==> config.mk <==
export PLATFORM = sky130hd
export DESIGN_NAME = shared_mem_top
export DESIGN_NICKNAME = d
export VERILOG_FILES = /design/src/source/mem_arb_pkg.sv /design/src/source/mem_ctrl_pkg.sv /design/src/source/access_ctrl.sv /design/src/source/apb_port_bank.sv /design/src/source/round_robin_arbiter.sv /design/src/source/shared_mem_top.sv /design/src/source/shared_ram.sv
export SDC_FILE = /design/constraint.sdc
export NUM_CORES = 2
export LEC_CHECK = 0
export BUFFER_PORTS_ARGS = -buffer_cell sky130_fd_sc_hd__clkbuf_2
export CORE_MARGIN = 2
export CORE_UTILIZATION = 40
export CTS_CLUSTER_DIAMETER = 40
export CTS_CLUSTER_SIZE = 20
export DETAILED_ROUTE_END_ITERATION = 16
export PLACE_DENSITY_LB_ADDON = 0.12
export SETUP_SLACK_MARGIN = 0.02
export SYNTH_ARGS = -nofsm -noshare
export SYNTH_HDL_FRONTEND = slang
export SYNTH_HIERARCHICAL = 1
export SYNTH_SLANG_ARGS = --single-unit
export TNS_END_PERCENT = 100
==> constraint.sdc <==
create_clock -name clk -period 5 [get_ports clk]
set_clock_uncertainty 0.1 [all_clocks]
set_input_delay 1.25 -clock clk [delete_from_list [all_inputs] [get_ports clk]]
set_output_delay 1.25 -clock clk [all_outputs]
set_load 0.02 [all_outputs]
==> src/source/mem_arb_pkg.sv <==
package mem_arb_pkg;

    // ====================
    // Port side sizes
    // ====================

    // Number of APB requesters sharing the memory
    localparam int N_CLIENTS = 4;

    // Width of a client index
    localparam int CLIENT_W = 2;

    // APB word address width
    localparam int ADDR_W = 8;

    // APB data width
    localparam int DATA_W = 32;

    // ====================
    // Memory sizes
    // ====================

    // Implemented words, addresses at or above this are out of range
    localparam int MEM_DEPTH = 48;

    // RAM index width
    localparam int MEM_AW = 6;

endpackage : mem_arb_pkg

==> src/source/mem_ctrl_pkg.sv <==
package mem_ctrl_pkg;

    // ====================
    // Control FSM
    // ====================

    // One transaction walks through all four states in order
    typedef enum logic [1:0] {
        ST_IDLE,
        ST_ARB,
        ST_ACCESS,
        ST_RESP
    } ctrl_state_t;

    // ====================
    // Access opcode
    // ====================

    // Decoded from the pwrite of the winning port
    typedef enum logic {
        OP_READ,
        OP_WRITE
    } access_op_t;

endpackage : mem_ctrl_pkg

==> src/source/access_ctrl.sv <==
`timescale 1ns/10ps

module access_ctrl import mem_arb_pkg::*, mem_ctrl_pkg::*; (
    input  logic                 clk,
    input  logic                 rst_n,
    // Arbitration
    input  logic [N_CLIENTS-1:0] pending,
    output logic [N_CLIENTS-1:0] arb_req,
    input  logic [N_CLIENTS-1:0] gnt,
    output logic [N_CLIENTS-1:0] cur_sel,
    // Winning request
    input  logic [ADDR_W-1:0]    sel_addr,
    input  logic                 sel_write,
    input  logic [DATA_W-1:0]    sel_wdata,
    // Memory side
    output logic                 ram_en,
    output logic                 ram_we,
    output logic [MEM_AW-1:0]    ram_addr,
    output logic [DATA_W-1:0]    ram_wdata,
    input  logic [DATA_W-1:0]    ram_rdata,
    // Response
    output logic                 done,
    output logic                 resp_err,
    output logic [DATA_W-1:0]    resp_rdata
);

    // ====================
    // Declarations
    // ====================

    ctrl_state_t state;
    ctrl_state_t state_nxt;

    access_op_t  op;
    // Opcode and range result captured during the access cycle
    access_op_t  acc_op;
    logic        acc_err;
    logic        in_range;

    // ====================
    // FSM
    // ====================

    always_ff @(posedge clk or negedge rst_n)
    begin
        if (!rst_n)
            state <= ST_IDLE;
        else
            state <= state_nxt;
    end

    // One cycle per state, no waiting outside idle
    always_comb
    begin
        state_nxt = state;
        case (state)
            ST_IDLE:   if (|pending) state_nxt = ST_ARB;
            ST_ARB:    state_nxt = ST_ACCESS;
            ST_ACCESS: state_nxt = ST_RESP;
            ST_RESP:   state_nxt = ST_IDLE;
            default:   state_nxt = ST_IDLE;
        endcase
    end

    // Requests reach the arbiter only in idle, one grant per transaction
    assign arb_req = (state == ST_IDLE) ? pending : '0;

    // Winner is held until the next arbitration
    always_ff @(posedge clk or negedge rst_n)
    begin
        if (!rst_n)
            cur_sel <= '0;
        else if (state == ST_ARB)
            cur_sel <= gnt;
    end

    // ====================
    // Decode and range check
    // ====================

    assign op = sel_write ? OP_WRITE : OP_READ;
    assign in_range = (sel_addr < ADDR_W'(MEM_DEPTH));

    always_ff @(posedge clk or negedge rst_n)
    begin
        if (!rst_n)
        begin
            acc_op <= OP_READ;
            acc_err <= 1'b0;
        end
        else if (state == ST_ACCESS)
        begin
            acc_op <= op;
            acc_err <= !in_range;
        end
    end

    // ====================
    // Memory access
    // ====================

    // Out of range accesses never touch the array
    assign ram_en = (state == ST_ACCESS) && in_range;
    assign ram_we = ram_en && (op == OP_WRITE);
    assign ram_addr = sel_addr[MEM_AW-1:0];
    assign ram_wdata = sel_wdata;

    // ====================
    // Response
    // ====================

    assign done = (state == ST_RESP);
    assign resp_err = done && acc_err;
    // Zero data for writes and for errors
    assign resp_rdata = (done && !acc_err && (acc_op == OP_READ)) ? ram_rdata : '0;

endmodule : access_ctrl

==> src/source/apb_port_bank.sv <==
`timescale 1ns/10ps

module apb_port_bank import mem_arb_pkg::*; (
    input  logic                          clk,
    input  logic                          rst_n,
    // APB slave side, one slice per client
    input  logic [N_CLIENTS-1:0]          psel,
    input  logic [N_CLIENTS-1:0]          penable,
    input  logic [N_CLIENTS-1:0]          pwrite,
    input  logic [N_CLIENTS*ADDR_W-1:0]   paddr,
    input  logic [N_CLIENTS*DATA_W-1:0]   pwdata,
    output logic [N_CLIENTS-1:0]          pready,
    output logic [N_CLIENTS-1:0]          pslverr,
    output logic [N_CLIENTS*DATA_W-1:0]   prdata,
    // Towards the control FSM
    output logic [N_CLIENTS-1:0]          pending,
    input  logic [N_CLIENTS-1:0]          cur_sel,
    output logic [ADDR_W-1:0]             sel_addr,
    output logic                          sel_write,
    output logic [DATA_W-1:0]             sel_wdata,
    input  logic                          done,
    input  logic                          resp_err,
    input  logic [DATA_W-1:0]             resp_rdata
);

    // ====================
    // Pending detection
    // ====================

    // Set when a port is answered, kept until its access phase ends
    logic [N_CLIENTS-1:0] answered;
    logic [N_CLIENTS-1:0] resp_hit;
    logic [CLIENT_W-1:0]  sel_idx;

    // Response goes only to the selected port
    assign resp_hit = done ? cur_sel : '0;

    always_ff @(posedge clk or negedge rst_n)
    begin
        if (!rst_n)
            answered <= '0;
        else
            answered <= (answered | resp_hit) & penable;
    end

    // Access phase seen and not yet served
    assign pending = psel & penable & ~answered;

    // ====================
    // Request mux
    // ====================

    // One-hot select to a client index
    always_comb
    begin
        sel_idx = '0;
        for (int i = 0; i < N_CLIENTS; i++)
        begin
            if (cur_sel[i])
                sel_idx = i[CLIENT_W-1:0];
        end
    end

    assign sel_addr = paddr[sel_idx*ADDR_W +: ADDR_W];
    assign sel_write = pwrite[sel_idx];
    assign sel_wdata = pwdata[sel_idx*DATA_W +: DATA_W];

    // ====================
    // Response fan-out
    // ====================

    // pready and pslverr appear in the same cycle as prdata
    always_ff @(posedge clk or negedge rst_n)
    begin
        if (!rst_n)
        begin
            pready <= '0;
            pslverr <= '0;
        end
        else
        begin
            pready <= resp_hit;
            pslverr <= resp_err ? resp_hit : '0;
        end
    end

    // Read data, loaded only for the answered port
    always_ff @(posedge clk)
    begin
        for (int i = 0; i < N_CLIENTS; i++)
        begin
            if (resp_hit[i])
                prdata[i*DATA_W +: DATA_W] <= resp_rdata;
        end
    end

endmodule : apb_port_bank

==> src/source/round_robin_arbiter.sv <==
`timescale 1ns/10ps

module round_robin_arbiter #(
    parameter int CLIENTS = 4
) (
    input  logic               clk,
    input  logic               rst_n,
    input  logic [CLIENTS-1:0] req,
    output logic [CLIENTS-1:0] gnt
);

    // ====================
    // Declarations
    // ====================

    localparam int N = $clog2(CLIENTS);

    // Bits strictly below the last winner
    logic [CLIENTS-1:0] mask;
    // Everything except the last winner
    logic [CLIENTS-1:0] last_win_mask;

    logic [CLIENTS-1:0] req_masked;
    logic [CLIENTS-1:0] req_wrap;
    logic               multi_req;

    logic               vld_req;
    logic               vld_reqm;
    logic [N-1:0]       req_loc;
    logic [N-1:0]       reqm_loc;

    logic [N-1:0]       winner;
    logic               win_vld;
    logic [CLIENTS-1:0] win_onehot;

    // ====================
    // Search
    // ====================

    // More than one bit set when clearing the lowest one leaves something
    assign multi_req = |(req & (req - 1'b1));

    assign req_masked = req & mask;
    // A lone requester may win twice in a row
    assign req_wrap = multi_req ? (req & last_win_mask) : req;

    assign {vld_reqm, reqm_loc} = find_high(req_masked);
    assign {vld_req, req_loc} = find_high(req_wrap);

    // Lower requesters first, otherwise start over from the top
    always_comb
    begin
        win_vld = vld_reqm | vld_req;
        if (vld_reqm)
            winner = reqm_loc;
        else
            winner = req_loc;
    end

    assign win_onehot = {{(CLIENTS-1){1'b0}}, 1'b1} << winner;

    // ====================
    // Registers
    // ====================

    // Masks hold across idle cycles so rotation stays fair
    always_ff @(posedge clk or negedge rst_n)
    begin
        if (!rst_n)
        begin
            mask <= '0;
            last_win_mask <= '1;
        end
        else if (win_vld)
        begin
            mask <= win_onehot - 1'b1;
            last_win_mask <= ~win_onehot;
        end
    end

    // One-hot grant, one cycle after the request
    always_ff @(posedge clk or negedge rst_n)
    begin
        if (!rst_n)
            gnt <= '0;
        else if (win_vld)
            gnt <= win_onehot;
        else
            gnt <= '0;
    end

    // Highest set bit, returned as {valid, index}
    function automatic logic [N:0] find_high(input logic [CLIENTS-1:0] vec);
        logic         vld;
        logic [N-1:0] loc;
        vld = 1'b0;
        loc = '0;
        for (int i = 0; i < CLIENTS; i++)
        begin
            if (vec[i])
            begin
                vld = 1'b1;
                loc = i[N-1:0];
            end
        end
        return {vld, loc};
    endfunction

endmodule : round_robin_arbiter

==> src/source/shared_mem_top.sv <==
`timescale 1ns/10ps

module shared_mem_top import mem_arb_pkg::*; (
    input  logic                        clk,
    input  logic                        rst_n,
    // Flattened APB ports, slice i belongs to client i
    input  logic [N_CLIENTS-1:0]        psel,
    input  logic [N_CLIENTS-1:0]        penable,
    input  logic [N_CLIENTS-1:0]        pwrite,
    input  logic [N_CLIENTS*ADDR_W-1:0] paddr,
    input  logic [N_CLIENTS*DATA_W-1:0] pwdata,
    output logic [N_CLIENTS-1:0]        pready,
    output logic [N_CLIENTS-1:0]        pslverr,
    output logic [N_CLIENTS*DATA_W-1:0] prdata
);

    // ====================
    // Internal wiring
    // ====================

    // Arbitration path
    logic [N_CLIENTS-1:0] pending;
    logic [N_CLIENTS-1:0] arb_req;
    logic [N_CLIENTS-1:0] gnt;
    logic [N_CLIENTS-1:0] cur_sel;

    // Selected request
    logic [ADDR_W-1:0]    sel_addr;
    logic                 sel_write;
    logic [DATA_W-1:0]    sel_wdata;

    // Memory bus
    logic                 ram_en;
    logic                 ram_we;
    logic [MEM_AW-1:0]    ram_addr;
    logic [DATA_W-1:0]    ram_wdata;
    logic [DATA_W-1:0]    ram_rdata;

    // Response
    logic                 done;
    logic                 resp_err;
    logic [DATA_W-1:0]    resp_rdata;

    // ====================
    // Instances
    // ====================

    apb_port_bank u_apb_port_bank (
        .clk        (clk),        .rst_n      (rst_n),
        .psel       (psel),       .penable    (penable),
        .pwrite     (pwrite),     .paddr      (paddr),
        .pwdata     (pwdata),     .pready     (pready),
        .pslverr    (pslverr),    .prdata     (prdata),
        .pending    (pending),    .cur_sel    (cur_sel),
        .sel_addr   (sel_addr),   .sel_write  (sel_write),
        .sel_wdata  (sel_wdata),  .done       (done),
        .resp_err   (resp_err),   .resp_rdata (resp_rdata)
    );

    round_robin_arbiter #(
        .CLIENTS (N_CLIENTS)
    ) u_round_robin_arbiter (
        .clk   (clk),
        .rst_n (rst_n),
        .req   (arb_req),
        .gnt   (gnt)
    );

    access_ctrl u_access_ctrl (
        .clk        (clk),        .rst_n      (rst_n),
        .pending    (pending),    .arb_req    (arb_req),
        .gnt        (gnt),        .cur_sel    (cur_sel),
        .sel_addr   (sel_addr),   .sel_write  (sel_write),
        .sel_wdata  (sel_wdata),  .ram_en     (ram_en),
        .ram_we     (ram_we),     .ram_addr   (ram_addr),
        .ram_wdata  (ram_wdata),  .ram_rdata  (ram_rdata),
        .done       (done),       .resp_err   (resp_err),
        .resp_rdata (resp_rdata)
    );

    shared_ram u_shared_ram (
        .clk       (clk),
        .rst_n     (rst_n),
        .ram_en    (ram_en),
        .ram_we    (ram_we),
        .ram_addr  (ram_addr),
        .ram_wdata (ram_wdata),
        .ram_rdata (ram_rdata)
    );

endmodule : shared_mem_top

==> src/source/shared_ram.sv <==
`timescale 1ns/10ps

module shared_ram import mem_arb_pkg::*; (
    input  logic              clk,
    input  logic              rst_n,
    input  logic              ram_en,
    input  logic              ram_we,
    input  logic [MEM_AW-1:0] ram_addr,
    input  logic [DATA_W-1:0] ram_wdata,
    output logic [DATA_W-1:0] ram_rdata
);

    // ====================
    // Storage
    // ====================

    logic [DATA_W-1:0] mem [MEM_DEPTH];

    // Array and read register start out zero
    // Read returns the contents from before a same-cycle write
    always_ff @(posedge clk or negedge rst_n)
    begin
        if (!rst_n)
        begin
            for (int i = 0; i < MEM_DEPTH; i++)
            begin
                mem[i] <= '0;
            end
            ram_rdata <= '0;
        end
        else if (ram_en)
        begin
            if (ram_we)
                mem[ram_addr] <= ram_wdata;
            // Data shows up one cycle after the address
            ram_rdata <= mem[ram_addr];
        end
    end

endmodule : shared_ram

== Word-level counts from Yosys, hierarchy flattened ==
Cells that the tools add are included.
Widths: inputs -> output; s select.

* Add/sub/neg operators: 2
* Multiply operators: 0
* Div/mod/pow operators: 0
* $lt $le $gt $ge: 4
* Eq/ne operators: 4
* Shift-type cells: 3
* Multiplexer cells: 35
* Bitwise logic cells: 12
* Reduce and logical (&&, ||, !) cells: 12

{| class="wikitable"
|+ Operators by type and width
! cell !! count
|-
| $bwmux 1536 || 1
|-
| $bmux 32 s6 || 1
|-
| $demux 32 s6 || 1
|-
| $mux 32 || 4
|-
| $shiftx 128x8->32 || 1
|-
| $shiftx 32x6->8 || 1
|-
| $and 4x4->4 || 6
|-
| $mux 4 || 5
|-
| $mux 2 || 8
|-
| $mux 1 || 13
|-
| $lt 8x6->1 const B || 1
|-
| $not 4->4 || 2
|-
| $pmux 2 s4 || 1
|-
| $reduce_or 4->1 || 2
|-
| $sub 4x1->4 const B || 2
|-
| $ge 7x7->1 const B || 1
|-
| $lt 7x1->1 const B || 1
|-
| $not 6->7 || 1
|-
| $logic_and 1x1->1 || 6
|-
| $eq 2x2->1 const B || 2
|-
| $or 4x4->4 || 1
|-
| $shl 1x2->4 const A || 1
|-
| $lt 2x3->1 const B || 1
|-
| $bmux 1 s2 || 1
|-
| other kinds (7) || 8
|}

* Register bits: 1728
* Bits in latches: 0
* Memory bits (writable): 0
* ROM bits: 0
* Input bits: 174
* Output and inout port bits: 136
* Word-level logic and storage cells: 135
* Memories: 0

== Logic depth before layout (Yosys ltp) ==
* Depth in word-level cells: 13
* Mapped depth: 16
* Mapped depth without buffers: 11

== By module ==
The synthesis kept the hierarchy.

{| class="wikitable"
|+ By module, submodules not included
! module !! instances !! cells each !! area an instance (sq um) !! seq. area each (sq um)
|-
| shared_ram || 1 || 5126 || 71212.0 || 39237.6
|-
| apb_port_bank || 1 || 347 || 6079.6 || 4144.0
|-
| access_ctrl || 1 || 109 || 949.7 || 200.2
|-
| round_robin_arbiter || 1 || 56 || 584.3 || 305.3
|}

== Worst setup path after synthesis ==
No wires, ideal clock.

* Path type: input to register
* From: input port paddr[13]
* To: register u_shared_ram/mem[1089] (netlist name)
* Library setup time: 0.125 ns
* Arrival time: 3.347 ns
* Data required time: 4.775 ns
* Path slack: 1.428 ns
* Stages on the path: 10
* Path buffers: 1
* Path through: mux2i_1 > a211oi_2 > a2111oi_4 > and2_1 > nand2_1 > nor2_1 > nand2_1 > nor2_1 > buf_2 > mux2_2

* Elaborated cells on any way between the ends: 12
* Those cells by class: order compare: 3; shift: 1; mux: 3; bitwise: 1; reduce/logical: 4

{| class="wikitable"
|+ RTL lines
! what !! line !! source
|-
| start: declaration || shared_mem_top.sv:10 || <nowiki>input logic [N_CLIENTS*ADDR_W-1:0] paddr,</nowiki>
|-
| $shiftx 32x6->8 || apb_port_bank.sv:64 || <nowiki>assign sel_addr = paddr[sel_idx*ADDR_W +: ADDR_W];</nowiki>
|-
| net sel_addr[5] || shared_mem_top.sv:28 || <nowiki>logic [ADDR_W-1:0] sel_addr;</nowiki>
|-
| $lt 8x6->1 || access_ctrl.sv:82 || <nowiki>assign in_range = (sel_addr < ADDR_W'(MEM_DEPTH));</nowiki>
|-
| $logic_and 1x1->1 || access_ctrl.sv:103 || <nowiki>assign ram_en = (state == ST_ACCESS) && in_range;</nowiki>
|-
| net ram_en || shared_mem_top.sv:33 || <nowiki>logic ram_en;</nowiki>
|-
| $logic_and 1x1->1 || access_ctrl.sv:104 || <nowiki>assign ram_we = ram_en && (op == OP_WRITE);</nowiki>
|-
| net ram_we || shared_mem_top.sv:34 || <nowiki>logic ram_we;</nowiki>
|-
| $reduce_and 2->1 (no line) || -- ||
|-
| end signal: indexed assignment || shared_ram.sv:34 || <nowiki>mem[ram_addr] <= ram_wdata;</nowiki>
|-
| end: declaration || shared_ram.sv:17 || <nowiki>logic [DATA_W-1:0] mem [MEM_DEPTH];</nowiki>
|}

The timed path passes the listed nets, and every way through them passes these cells.
A chain may end at the register's enable or synchronous reset.

== Worst setup path in the final report ==
* From: register u_access_ctrl.cur_sel[3]
* To: register u_shared_ram/mem[1068] (netlist name)

* Word-level cells in the longest chain between the ends: 8
* Elaborated cells on any way between the ends: 17
* Those cells by class: order compare: 3; shift: 2; mux: 7; bitwise: 1; reduce/logical: 4

{| class="wikitable"
|+ Ends and longest elaborated chain
! what !! line !! source
|-
| start: declaration || access_ctrl.sv:10 || <nowiki>output logic [N_CLIENTS-1:0] cur_sel,</nowiki>
|-
| start signal: assignment || access_ctrl.sv:74 || <nowiki>cur_sel <= gnt;</nowiki>
|-
| $mux 2 * || apb_port_bank.sv:59 || <nowiki>if (cur_sel[i])</nowiki>
|-
| $shiftx 32x6->8 * || apb_port_bank.sv:64 ||
|-
| net sel_addr[1] || shared_mem_top.sv:28 ||
|-
| $not 6->7 (implied by the code) || shared_ram.sv:34 ||
|-
| $ge 7x7->1 (implied by the code) / $lt 7x1->1 (equally long branches) || shared_ram.sv:34 ||
|-
| $logic_and 1x1->1 (implied by the code) || shared_ram.sv:34 ||
|-
| $mux 32 (implied by the code) || shared_ram.sv:34 ||
|-
| $demux 32 s6 || shared_ram.sv:34 ||
|-
| $bwmux 1536 || shared_ram.sv:34 ||
|}

Mark *: on every way through the listed nets, which the timed path passes. The rest lies on a longest branch. The select of a mux whose other input is x is not followed.

==> summary.md <==
| Metric | Value |
|---|---|
| CTS Buffer Depth | 4 |
| Clk_lat worst skew | between 0.9 and 1 ns |
| Busiest grt layer | met2 |
| Fin crit share | about nine tenths |
| Main synth FF type | dfrtp_1 |
| # Max-Cap Violations | 0 |
| Relative slew margins | between 20% and 30% |
| CTS buffer count | roughly 300 |
| Final-report hold violation count | 0 |
| Worst hold path class | in2async |
| Synth async-reset ratio | between 90 and 100% |
| Total GRT Usage | 27.6% |
| Met1 Track Usage GR | 38.3% |
| Yosys warns | 6 |
| CP Capture Type | register |
| Full die area | 201,000 µm² |
| Share of layout cells above drive strength 1 | a little under half |
| CP startpoint kind | register |
| H-tree level count | 5 |
| Layout Nets | between 6,000 and 7,000 |
| Filler cells | around 17,000 |
| Core box area | approximately 200,000 µm² |
| # hold bufs at CTS | 0 |
| Most frequent cells in the layout | dfrtp_1, mux2_2, mux2i_1, clkbuf_2, clkbuf_16 |
| Worst path slowest cell | and2b_4 |
| Postcts setup bufs | 0 |
| Comb power frac | 33.8% |
| Gpl congestion | approximately 0.8 |
| Clock network fraction of total power | between 30% and 40% |
| Setup TNS | 0 ns |
| Final setup violation count | 0 |
| Cell-internal power | 32.6 mW |
| Lkg Pwr | 44.7 nW |
| P_sw | 21.1 mW |
| Status | finished, final reports clean |
| Worst slew pin tran | approximately 1.2 ns |
| Unique masters post-synth | between 70 and 80 |
| Arrival time worst endpoint | about 5.2 ns |
| EDFF count, synth | 128 |
| Yosys reg bits | 1,728 |
| Remaining DRCs | 0 |
| WHS | ~0.16 ns |
| R2R cell count | 10 |
| Max VDD drop | slightly below 0.0005 V |
| Largest net degree at the start of global routing | ~160 |
| Slowest stage delay, CP | 0.71 ns |
| Initial core utilization | about two fifths |
| Cell Rows | between 150 and 200 |
| Final min period | approximately 4.6 ns |
| Cells resized by post-CTS repair | 0 |
| DR iter-0 viols | around 4,300 |
| Setup WS post-layout | between 0.4 and 0.5 ns |
| CTS tree | built |
| Crit Path Max Fanout | 39 |
| Post-detail-place hpwl | 170,000 µm |
| Initial antenna violation count | 14 |
| Gate Count Post-Synth | roughly 5,600 |
| Switch share | about two fifths |
| Critical Path RT | roughly 5.7 ns |
| Die W | roughly 450 µm |
| Input/output buffers | approximately 300 |
| Area Overhead vs Synth | 20.2% |
| Synth Area per Inst | 14.0 µm² |
| Reg power frac | approximately 28% |
| Pre-CTS setup slack | approximately 0.32 ns |
| Grt ovf | 0 |
| DR WL/cell | 31.5 µm |
| Worst path cell trace | buf_4 > nor3b_2 > a211oi_4 > buf_12 > and2b_4 > buf_12 > nand2_1 > nor2_4 > buf_4 > mux2_2 |
| Final wirelength | 277,000 µm |
| TritonCTS Sinks | around 1,700 |
| Mapped Area | 78,800 µm² |
| Routed via count | approximately 52,000 |
| Avg Vias per Cell | ~6 |
| Fin. max-slew vios | 0 |
| Sequential fraction of the synthesis area | 55.7% |
| Met3 Usage GRT | roughly 4.5% |
| GRT met2 Usage | 44.4% |
| RSZ-0062 raised after global routing | no |
| Most common cell after layout, fill and taps aside | dfrtp_1 |
| Routed Antenna Nets | 0 |
| Root buffer cell | clkbuf_16 |
| FMAX | 0.219 GHz |
| Critical path type | reg2reg |
| Vias in the first global route | 53,199 |
| Clk slew on worst S/H paths | around 0.06 ns |
| Syn nets | just under 6,000 |
| Die Ht | 448 µm |
| DRT Pass-1 Iters | 5 |
| First-pass GRT wire length | 398,000 µm |
| Power Dens Cells | 567 nW/µm² |
| I/O pins | 310 |
==> path summary, 6_finish.rpt <==
check	from	slack (ns)	endpoint
setup / recovery	u_access_ctrl/cur_sel[3]	0.44	u_shared_ram/mem[1068]
hold / removal	rst_n	0.16	u_shared_ram/mem[919]
setup reg to reg	u_access_ctrl/cur_sel[3]	0.44	u_shared_ram/mem[1068]
hold reg to reg	u_round_robin_arbiter/gnt[2]	0.38	u_access_ctrl/cur_sel[2]
max in group asynchronous	rst_n	3.18	u_shared_ram/mem[16]
min in group clk	u_round_robin_arbiter/gnt[2]	0.38	u_access_ctrl/cur_sel[2]
==> state kept, by name, summed over array words and instances, names as in the netlist <==
signal / count
u_shared_ram/mem: 1536
u_apb_port_bank/prdata: 128
u_shared_ram/ram_rdata: 32
u_access_ctrl/cur_sel: 4
u_apb_port_bank/answered: 4
u_apb_port_bank/pready: 4
u_apb_port_bank/pslverr: 4
u_round_robin_arbiter/gnt: 4
u_round_robin_arbiter/last_win_mask: 4
u_round_robin_arbiter/mask: 4
u_access_ctrl/state: 2
u_access_ctrl/acc_err: 1
u_access_ctrl/acc_op: 1
==> critical path: cells and delay by family (launching register included) <==
kind                   cells  cell delay (ns)
AO/OA/AOI/OAI              1             0.30
buffers and inverters      4             1.45
flip-flops                 1             0.62
multiplexers               1             0.39
AND/OR/NAND/NOR            4             1.42
==> power groups by stage <==
stage / clock network, mW / registers, mW / logic (mW)
final: 20.4 / 15.1 / 18.1
after global routing: 21.5 / 15.1 / 18.7
after CTS: 20.8 / 15.1 / 18.0
after detailed placement: 0 / 15.3 / 17.9
after floorplan: 0 / 15.1 / 9.75
after global placement: 0 / 15.3 / 17.9
==> synthesized netlist by cell type, drive strengths merged (10+ instances only) <==
master   count  area, µm²
o32a        19        190
dfrtp     1596      39900
mux2i      322       3220
nor2b       46        288
o211ai      11       82.6
a22oi       79        598
mux4        70       1580
o21ai      145        726
a22o        24        210
mux2      1606      18100
a211oi      47        558
and2        51        323
o2bb2ai     17        149
a31oi       23        144
nor3b       43        458
a21oi       70        350
o22ai       99        619
nand3       24        125
clkbuf     235        882
a221oi     208       1840
buf        367       2360
nor2       187        757
nand2       93        359
a221o       11        110
edfxtp     128       3840
o22a        10       87.6
==> cells by family (layout without fill, tap and decap cells) <==
family	after synthesis	after routing	synth area share [%]
xor+xnor	1	1	0.0111
compound gates	812	812	7.77
buf+inv	610	1141	4.16
simple gates	484	484	3.27
other cells	0	7	0
flops	1728	1728	55.7
mux	1998	1998	29.0
fa+ha+maj	5	5	0.0794
==> layout make-up <==
type	count	area, µm²	share of cell area, %
diodes	7	17.5	0.0185
clock buffers	347	7920	8.36
clock inverters	166	2040	2.15
inverters	8	37.5	0.0396
multi-input cells	3300	32300	34.1
flip-flops and latches	1728	43900	46.3
well taps	2624	3280	3.47
repair buffers	620	5210	5.50
==> metrics by stage <==
stage | area (µm²) | total power, mW | utilization [%] | instances
global route | 94700 | 55.3 | 48.5 | 8794
global placement | 84800 | 33.3 | 43.4 | 8280
CTS | 94700 | 53.8 | 48.5 | 8793
detailed placement | 84800 | 33.3 | 43.4 | 8280
floorplan | 78800 | 24.8 | - | 5638
finish | 94700 | 53.7 | 48.5 | 8800
==> per-layer routing <==
metal  wire length [µm]  vias up
li1                   -    21558
met1             122000    27879
met2             130000     1671
met3              17000      462
met4               8560        2
met5                 15        -
Note: power is estimated with default switching activity, not from simulation.
